$ cat config.mk
export PLATFORM = sky130hd
export DESIGN_NAME = iir_filter_dfi
export DESIGN_NICKNAME = d
export VERILOG_FILES = /design/src/iir_pkg.sv /design/src/iir_delay_line.sv /design/src/iir_feedforward.sv /design/src/iir_feedback.sv /design/src/iir_filter_dfi.sv
export SDC_FILE = /design/constraint.sdc
export NUM_CORES = 1
export LEC_CHECK = 0
export ABC_AREA = 0
export BUFFER_PORTS_ARGS = -buffer_cell sky130_fd_sc_hd__buf_2
export CAP_MARGIN = 20
export CORE_MARGIN = 4
export CORE_UTILIZATION = 35
export DETAILED_ROUTE_END_ITERATION = 16
export HOLD_SLACK_MARGIN = 0.08
export PLACE_DENSITY_LB_ADDON = 0.15
export RECOVER_POWER = 50
export SLEW_MARGIN = 30
export SYNTH_ARGS = -nofsm -noshare
export SYNTH_HDL_FRONTEND = slang
export SYNTH_SLANG_ARGS = --single-unit
$ cat constraint.sdc
create_clock -name i_clk -period 3.7 [get_ports i_clk]
set_input_delay 0.185 -clock i_clk [delete_from_list [all_inputs] [get_ports i_clk]]
set_output_delay 0.185 -clock i_clk [all_outputs]
set_load 0.02 [all_outputs]
$ cat src/iir_pkg.sv
/*
 * IIR filter package
 * Tap count, sample and coefficient widths, accumulator sizing
 * and the signed types shared by the Direct-Form I filter
 */

`default_nettype none

package iir_pkg;

  // ----------------------------------------
  // Filter geometry
  // ----------------------------------------

  // Coefficients per section, numerator and denominator alike
  localparam int TAPS = 3;

  // Stored past values per section
  localparam int HIST_DEPTH = TAPS - 1;

  // ----------------------------------------
  // Widths
  // ----------------------------------------

  localparam int IN_W    = 8;
  localparam int OUT_W   = 16;
  localparam int COEFF_W = 8;

  // Growth for summing both sections plus a spare sign bit
  localparam int GUARD_W = $clog2(2 * TAPS) + 1;

  // Widest product is out_t times coeff_t
  localparam int ACC_W = OUT_W + COEFF_W + GUARD_W;

  // ----------------------------------------
  // Types
  // ----------------------------------------

  // Input sample
  typedef logic signed [IN_W-1:0]    sample_t;

  // Output sample, also what the feedback history holds
  typedef logic signed [OUT_W-1:0]   out_t;

  // One coefficient
  typedef logic signed [COEFF_W-1:0] coeff_t;

  // Full-precision running sum
  typedef logic signed [ACC_W-1:0]   acc_t;

  // Coefficient set, index k multiplies the value k samples back
  typedef coeff_t coeff_arr_t [TAPS];

endpackage : iir_pkg

`default_nettype wire

$ cat src/iir_delay_line.sv
/*
 * IIR history delay line
 * Enabled shift register of DEPTH samples of any payload type,
 * index 0 holds the newest stored value
 */

`timescale 1ns/1ns
`default_nettype none

module iir_delay_line #(
  parameter type T     = logic signed [7:0],
  parameter int  DEPTH = 2
) (
  input  wire   i_clk,
  input  wire   i_arst_n,
  input  wire   i_ena,
  input  wire T i_sample,
  output T      o_taps [DEPTH]
);

  // ----------------------------------------
  // Storage
  // ----------------------------------------

  T taps_q [DEPTH];

  // ----------------------------------------
  // Shift
  // ----------------------------------------

  // Advances one place per enabled edge, holds otherwise
  always_ff @(posedge i_clk or negedge i_arst_n)
  begin
    if (!i_arst_n)
    begin
      for (int i = 0; i < DEPTH; i++)
      begin
        taps_q[i] <= '0;
      end
    end
    else if (i_ena)
    begin
      // Newest value enters at the head
      taps_q[0] <= i_sample;

      // Older values move one stage further back
      for (int i = 1; i < DEPTH; i++)
      begin
        taps_q[i] <= taps_q[i-1];
      end
    end
  end

  // ----------------------------------------
  // Outputs
  // ----------------------------------------

  // Every stage is visible to the multipliers
  assign o_taps = taps_q;

endmodule : iir_delay_line

`default_nettype wire

$ cat src/iir_feedforward.sv
/*
 * IIR feed-forward section
 * Input history with the numerator products, summed at full
 * accumulator width. The live sample counts as tap 0
 */

`timescale 1ns/1ns
`default_nettype none

module iir_feedforward
  import iir_pkg::*;
#(
  parameter coeff_arr_t COEFFS = '{default: coeff_t'(0)}
) (
  input  wire          i_clk,
  input  wire          i_arst_n,
  input  wire          i_ena,
  input  wire sample_t i_data,
  output acc_t         o_ff_sum
);

  // ----------------------------------------
  // Signals
  // ----------------------------------------

  // Past inputs, x[n-1] first
  sample_t x_hist [HIST_DEPTH];

  // Current plus past inputs, x[n-k] at index k
  sample_t x_vec  [TAPS];

  // b[k] times x[n-k]
  acc_t    prod   [TAPS];

  acc_t    sum;

  // ----------------------------------------
  // Input history
  // ----------------------------------------

  iir_delay_line #(
    .T     (sample_t),
    .DEPTH (HIST_DEPTH)
  ) u_x_hist (
    .i_clk    (i_clk),
    .i_arst_n (i_arst_n),
    .i_ena    (i_ena),
    .i_sample (i_data),
    .o_taps   (x_hist)
  );

  // ----------------------------------------
  // Numerator products
  // ----------------------------------------

  // Tap 0 is the sample on the port this cycle
  assign x_vec[0] = i_data;

  for (genvar k = 1; k < TAPS; k++)
  begin : g_x_vec
    assign x_vec[k] = x_hist[k-1];
  end

  // Both operands sign extended first so the product fits acc_t
  for (genvar k = 0; k < TAPS; k++)
  begin : g_prod
    assign prod[k] = acc_t'(x_vec[k]) * acc_t'(COEFFS[k]);
  end

  // ----------------------------------------
  // Sum
  // ----------------------------------------

  always_comb
  begin
    sum = '0;
    for (int k = 0; k < TAPS; k++)
    begin
      sum = sum + prod[k];
    end
  end

  // No register here, the output follows i_data
  assign o_ff_sum = sum;

endmodule : iir_feedforward

`default_nettype wire

$ cat src/iir_feedback.sv
/*
 * IIR feedback section
 * Adds the denominator products of past outputs to the feed-forward
 * sum, wraps the total to output width and keeps it as history
 */

`timescale 1ns/1ns
`default_nettype none

module iir_feedback
  import iir_pkg::*;
#(
  parameter coeff_arr_t COEFFS = '{default: coeff_t'(0)}
) (
  input  wire       i_clk,
  input  wire       i_arst_n,
  input  wire       i_ena,
  input  wire acc_t i_ff_sum,
  output out_t      o_data
);

  // ----------------------------------------
  // Signals
  // ----------------------------------------

  // Past outputs, y[n-1] first
  out_t y_hist [HIST_DEPTH];

  // a[k] times y[n-k] for k from 1, stored at index k-1
  acc_t prod   [HIST_DEPTH];

  // Full-precision total before the wrap
  acc_t sum;

  // Wrapped output, also the next history entry
  out_t y_out;

  // ----------------------------------------
  // Output history
  // ----------------------------------------

  // Holds the wrapped value, the same one that leaves the block
  iir_delay_line #(
    .T     (out_t),
    .DEPTH (HIST_DEPTH)
  ) u_y_hist (
    .i_clk    (i_clk),
    .i_arst_n (i_arst_n),
    .i_ena    (i_ena),
    .i_sample (y_out),
    .o_taps   (y_hist)
  );

  // ----------------------------------------
  // Denominator products
  // ----------------------------------------

  // a[0] has no place in the recursion
  for (genvar k = 1; k < TAPS; k++)
  begin : g_prod
    assign prod[k-1] = acc_t'(y_hist[k-1]) * acc_t'(COEFFS[k]);
  end

  // ----------------------------------------
  // Final sum
  // ----------------------------------------

  // Feed-forward part already summed upstream
  always_comb
  begin
    sum = i_ff_sum;
    for (int k = 0; k < HIST_DEPTH; k++)
    begin
      sum = sum + prod[k];
    end
  end

  // ----------------------------------------
  // Wrap to output width
  // ----------------------------------------

  // Two's complement wrap, upper accumulator bits are dropped
  assign y_out = out_t'(sum);

  assign o_data = y_out;

endmodule : iir_feedback

`default_nettype wire

$ cat src/iir_filter_dfi.sv
/*
 * Direct-Form I IIR filter, top level
 * Feed-forward section feeding the feedback section, with the
 * output shown combinationally and histories shifted on i_ena
 */

`timescale 1ns/1ns
`default_nettype none

module iir_filter_dfi
  import iir_pkg::*;
#(
  // Numerator b[0..TAPS-1]
  parameter coeff_arr_t FF_COEFFS = '{coeff_t'(1), coeff_t'(2), coeff_t'(1)},
  // Denominator a[0..TAPS-1], a[0] not used
  parameter coeff_arr_t FB_COEFFS = '{coeff_t'(0), coeff_t'(1), coeff_t'(-1)}
) (
  input  wire          i_clk,
  input  wire          i_arst_n,
  input  wire          i_ena,
  input  wire sample_t i_data,
  output wire out_t    o_data
);

  // ----------------------------------------
  // Section link
  // ----------------------------------------

  // Numerator sum at full width, zero cycles after i_data
  wire acc_t ff_sum;

  // ----------------------------------------
  // Feed-forward section
  // ----------------------------------------

  iir_feedforward #(
    .COEFFS (FF_COEFFS)
  ) u_feedforward (
    .i_clk    (i_clk),
    .i_arst_n (i_arst_n),
    .i_ena    (i_ena),
    .i_data   (i_data),
    .o_ff_sum (ff_sum)
  );

  // ----------------------------------------
  // Feedback section
  // ----------------------------------------

  // Closes the recursion and produces the wrapped output
  iir_feedback #(
    .COEFFS (FB_COEFFS)
  ) u_feedback (
    .i_clk    (i_clk),
    .i_arst_n (i_arst_n),
    .i_ena    (i_ena),
    .i_ff_sum (ff_sum),
    .o_data   (o_data)
  );

endmodule : iir_filter_dfi

`default_nettype wire

==> flow_summary.json, run 1 <==
{
  "cts_tree": "built",
  "first_pass_iters": 4,
  "nets": 512,
  "diodes": 0,
  "drc": 0,
  "fmaxAchievable_mhz": 229.3,
  "synth_ff_type": "dfrtp_1",
  "wl_per_cell_um": 12.80,
  "grt_max_degree": 53,
  "syn-num-nets": 438,
  "fillers": 998,
  "tightest_slew_ps": 2718,
  "path_max_fanout": 3,
  "vias_per_cell": 4.562,
  "finalCriticalPeriod_ps": 4360,
  "max_stage_delay_ps": 510,
  "drtIter0Drc": 96,
  "hold_viol": 0,
  "critPathMostFrequentCell": "fa_1",
  "rsz0062_at_grt": "true",
  "gr-total-overflow": 0,
  "synth_top_area_share": 0.3239,
  "dieArea_um2": 12310,
  "initial_core_util": 0.3592,
  "ctsLongestPathBuffers": 2,
  "io_buffers": 26,
  "setup.worst_path.start_class": "register",
  "dp_slack_ps": -444.8,
  "dieWidth_um": 110.9,
  "ant_nets": 0,
  "h-tree-depth": 2,
  "core_um2": 10320,
  "synthTopCellsByArea": "dfrtp_1 (32%), fa_1 (23%), inv_1 (9.3%)",
  "clock-sinks": 48,
  "fin_cells": 578,
  "fin_skew_ps": 6.227,
  "synth_edf_count": 0,
  "postSynthAreaPerCell_um2": 10.11,
  "worst-setup-path-type": "register to output port",
  "syn-cell-area_um2": 3709,
  "cp_num_buf_inv": 4,
  "netlist_instances": 367,
  "ys_types": 35,
  "core.rowCount": 37,
  "cap_violations": 2,
  "cpMaxStageDelayCell": "fa_1",
  "die_y_um": 110.9,
  "dp_hpwl_um": 5564,
  "relSlewSlack": -0.8117,
  "multiInputGateArea_um2": 2370,
  "grt_pass1_vias": 2780,
  "yosysMostFrequentCell": "inv_1",
  "drive_gt1_frac": 0.3258,
  "cts_buffers": 5,
  "setup_viol": 21,
  "async_flop_share": 1.000,
  "cp_cell_sequence": "fa_1 > inv_2 > fa_1 > inv_1 > fa_1 > inv_2 > ha_4 > fa_2 > a21o_1 > a221oi_2 > o211ai_2 > a211oi_2 > o21bai_2 > xor2_2 > buf_6",
  "path_delay_family": "adder cells",
  "grt_usage": 0.1277,
  "drv_slew": 102,
  "cp-end-kind": "output port",
  "io_pins": 27,
  "dp.cells": 555,
  "via_count": 2637,
  "arrival_ps": 4180,
  "yosysSeqAreaShare": 0.3239,
  "antenna_found_initial": 0,
  "crit_required_ps": 3510,
  "outcome": "finished with violations",
  "finalCritPeriodShare": 1.178,
  "postSynthRegisterBits": 48,
  "synth_commonest_cells": "inv_1 (92), dfrtp_1 (48), fa_1 (43), nand2_1 (29), o21ai_0 (27)",
  "yosysTopAreaCell": "dfrtp_1",
  "grt_pass1_wl_um": 13090,
  "root_buffer": "clkbuf_8",
  "wl_um": 7397,
  "worstSkewPairLatency_ps": 300,
  "place.gp.congestion": 0.8085,
  "clk_pin_slew_ps": 90,
  "worst_slack_ps": -660.4,
  "seq_area_um2": 1202,
  "area_delta_synth_final_pct": 27.83,
  "ys_warn_count": 0,
  "holdCritPathClass": "input port to register",
  "violations": "max-capacitance violations, max-slew violations, negative setup slack"
}
==> registers in the layout, indices dropped and copies added (netlist names) <==
name                           count
u_feedback.u_y_hist.o_taps        32
u_feedforward.u_x_hist.o_taps     16
==> cells by family (layout without fill, tap and decap cells) <==
kind of cell / Yosys count / after routing / synth area share
compound gates: 57 / 57 / 0.09278
xor+xnor: 18 / 18 / 0.04251
fa+ha+maj: 60 / 60 / 0.2895
buf+inv: 101 / 176 / 0.1022
flops: 48 / 48 / 0.3239
mux: 25 / 25 / 0.07524
simple gates: 58 / 58 / 0.07389
==> cell type report <==
| type | count | share of cell area |
|---|---|---|
| repair buffers | 76 | 0.1206 |
| well taps | 136 | 0.03589 |
| flip-flops and latches | 48 | 0.2536 |
| clock buffers | 7 | 0.01610 |
| inverters | 92 | 0.07284 |
| multi-input cells | 218 | 0.4999 |
| clock inverters | 1 | 0.001056 |
==> worst register-to-register path, delay by kind of cell, from the launching register on <==
family          cells  cell delay, ps
flops               1             400
fa+ha+maj           5            1990
compound gates      5            1130
buf+inv             4             310
simple gates        1             100
==> per-stage QoR <==
step	util	hold WS (ps)	setup TNS, ps	area, µm²
6_report	0.4592	136.5	-6417	4741
5_1_grt	0.4592	121.6	-10720	4741
3_3_place_gp	0.4172	340.7	-3530	4307
2_1_floorplan	-	-110.6	-850.5	3765
4_1_cts	0.4425	126.5	-5666	4568
3_5_place_dp	0.4172	345.3	-3699	4307
==> final timing paths <==
check                           cells past startpoint                                        from                                           end  slack (ps)
worst min-delay path                                2                                   i_data[0]  u_feedforward.u_x_hist.o_taps[8]$_DFFE_PN0P_         140
worst max-delay path                               15   u_feedback.u_y_hist.o_taps[1]$_DFFE_PN0P_                                    o_data[15]        -660
worst max register to register                     15   u_feedback.u_y_hist.o_taps[1]$_DFFE_PN0P_    u_feedback.u_y_hist.o_taps[31]$_DFFE_PN0P_        -310
worst min register to register                      2  u_feedback.u_y_hist.o_taps[23]$_DFFE_PN0P_     u_feedback.u_y_hist.o_taps[7]$_DFFE_PN0P_         490
min in group asynchronous                           3                                    i_arst_n  u_feedforward.u_x_hist.o_taps[3]$_DFFE_PN0P_        1380
max in group asynchronous                           3                                    i_arst_n  u_feedforward.u_x_hist.o_taps[7]$_DFFE_PN0P_         600
==> layout by cell type (no fill, tap or decap), drive strengths merged, types with 4 or more instances in the layout <==
cell / n
mux2: 23
nand2: 29
a21oi: 12
fa: 43
dfrtp: 48
buf: 71
a21o: 4
xnor2: 13
ha: 17
inv: 92
nor2: 6
clkbuf: 11
xor2: 5
o21ai: 27
nand3: 6
==> timing repair <==
item / 4_1_cts / 5_1_grt
gates resized for setup: 30 / 37
buffers inserted: 9 / 10
pin swaps: 19 / 26
endpoints found under the setup margin: 21 / 22
hold buffers: 1 / 0
endpoints found under the hold margin: 48 / 0
==> layer usage <==
layer,vias up,global-route usage,part of all wire
li1,1288,-,-
met1,1306,0.1667,0.45
met2,35,0.2156,0.51
met3,8,0.02729,0.031
met4,0,0.03366,0.016
met5,-,0,0
Power of run 1 is not shown: default switching activity piles up to over one toggle a cycle in this logic, so the estimate is an artifact.
==> run 2, diff against run 1 <==
CELL_PAD_IN_SITES_DETAIL_PLACEMENT = 1   (was unset)
CELL_PAD_IN_SITES_GLOBAL_PLACEMENT = 1   (was unset)
REMOVE_ABC_BUFFERS = 1   (was unset)
==> flow_summary.json, run 2 (same netlist as run 1, synthesis figures left out) <==
{
  "outcome": "finished with violations",
  "violations": "max-capacitance violations, max-slew violations, negative setup slack",
  "cts_tree": "built",
  "wl_per_cell_um": 14.50,
  "path_max_fanout": 2,
  "diodes": 0,
  "grt_usage": 0.1477,
  "path_delay_family": "adder cells",
  "dp_hpwl_um": 6175,
  "initial_core_util": 0.3592,
  "cp_num_buf_inv": 4,
  "setup.worst_path.start_class": "register",
  "rsz0062_at_grt": "true",
  "crit_required_ps": 3510,
  "hold_viol": 0,
  "final_util": 0.4552,
  "wl_um": 8308,
  "clock-sinks": 48,
  "clk_pin_slew_ps": 90,
  "drc": 0,
  "h-tree-depth": 2,
  "dieArea_um2": 12310,
  "finalCritPeriodShare": 1.188,
  "first_pass_iters": 4,
  "dieWidth_um": 110.9,
  "area_delta_synth_final_pct": 26.72,
  "drtIter0Drc": 77,
  "final_common_cell": "inv_1",
  "nets": 507,
  "antenna_found_initial": 0,
  "fmaxAchievable_mhz": 227.5,
  "cap_violations": 2,
  "cp-end-kind": "output port",
  "grt_pass1_vias": 3034,
  "cpMaxStageDelayCell": "fa_1",
  "relSlewSlack": -0.2038,
  "worstSkewPairLatency_ps": 310,
  "die_y_um": 110.9,
  "vias_per_cell": 4.613,
  "drv_slew": 81,
  "holdCritPathClass": "input port to register",
  "worst-setup-path-type": "register to output port",
  "io_pins": 27,
  "core.rowCount": 37,
  "cp_cell_sequence": "fa_1 > inv_1 > fa_1 > inv_2 > fa_1 > inv_2 > ha_4 > fa_2 > a21o_1 > a221oi_2 > o211ai_2 > a211oi_2 > o21bai_1 > xor2_1 > buf_4",
  "grt_max_degree": 49,
  "tightest_slew_ps": 1806,
  "fin_skew_ps": 10.91,
  "gr-total-overflow": 0,
  "largest_reg_flops": 32,
  "setup_viol": 20,
  "ant_nets": 0,
  "max_stage_delay_ps": 520,
  "worst_slack_ps": -694.9,
  "place.gp.congestion": 0.7741,
  "io_buffers": 26,
  "final_cell_mix": "inv_1 (87), dfrtp_1 (47), buf_4 (46)",
  "drive_gt1_frac": 0.3043,
  "core_um2": 10320,
  "grt_pass1_wl_um": 14860,
  "cts_buffers": 5,
  "root_buffer": "clkbuf_8",
  "ctsLongestPathBuffers": 2,
  "via_count": 2643,
  "arrival_ps": 4210,
  "critPathMostFrequentCell": "fa_1",
  "fin_tns_setup_ps": -6937,
  "finalCriticalPeriod_ps": 4395
}
## run 2: area by class of cell
cell class | count | area, µm²
clock inverter | 2 | 10.01
inverter | 92 | 345.3
multi-input combinational | 218 | 2357
tap | 136 | 170.2
timing repair buffer | 71 | 531.8
sequential | 48 | 1202
fill | 1149 | 5624
clock buffer | 6 | 82.58
## run 2: layer usage
metal  GRT usage  vias up  wire (µm)  part of all wire
met2      0.2642       25       4260              0.51
met5           0        -          0                 0
met4     0.02956        0        116             0.014
met3     0.02402        8        180             0.022
li1            -     1272          -                 -
met1      0.1889     1338       3751              0.45
## run 2: per-stage QoR
step	setup WS, ps	cell area [µm²]	instances	hold WS [ps]
after detailed placement	-672.0	4270	556	358.6
after CTS	-780.5	4633	573	107.6
after global placement	-609.7	4270	556	353.3
final	-694.9	4700	573	123.9
after global routing	-906.8	4700	573	119.0
after floorplan	-565.4	3675	358	-110.6
## run 2: path summary, 6_finish.rpt
check | depth (start not counted) | slack (ps) | to | from
hold / removal | 2 | 120 | u_feedforward.u_x_hist.o_taps[9]$_DFFE_PN0P_ | i_data[1]
min in group asynchronous | 3 | 790 | u_feedback.u_y_hist.o_taps[8]$_DFFE_PN0P_ | i_arst_n
hold reg to reg | 2 | 490 | u_feedback.u_y_hist.o_taps[6]$_DFFE_PN0P_ | u_feedback.u_y_hist.o_taps[22]$_DFFE_PN0P_
max in group asynchronous | 3 | 2030 | u_feedforward.u_x_hist.o_taps[7]$_DFFE_PN0P_ | i_arst_n
setup / recovery | 15 | -690 | o_data[15] | u_feedback.u_y_hist.o_taps[1]$_DFFE_PN0P_
setup reg to reg | 15 | -300 | u_feedback.u_y_hist.o_taps[27]$_DFFE_PN0P_ | u_feedback.u_y_hist.o_taps[1]$_DFFE_PN0P_
## run 2: repair_timing
item | 4_1_cts | 5_1_grt
pin swaps | 30 | 9
endpoints found under the hold margin | 48 | 0
resized for setup | 50 | 17
endpoints found under the setup margin | 22 | 23
buffers inserted | 8 | 2
hold buffers | 1 | 0
Power of run 2 is left out for the same reason.
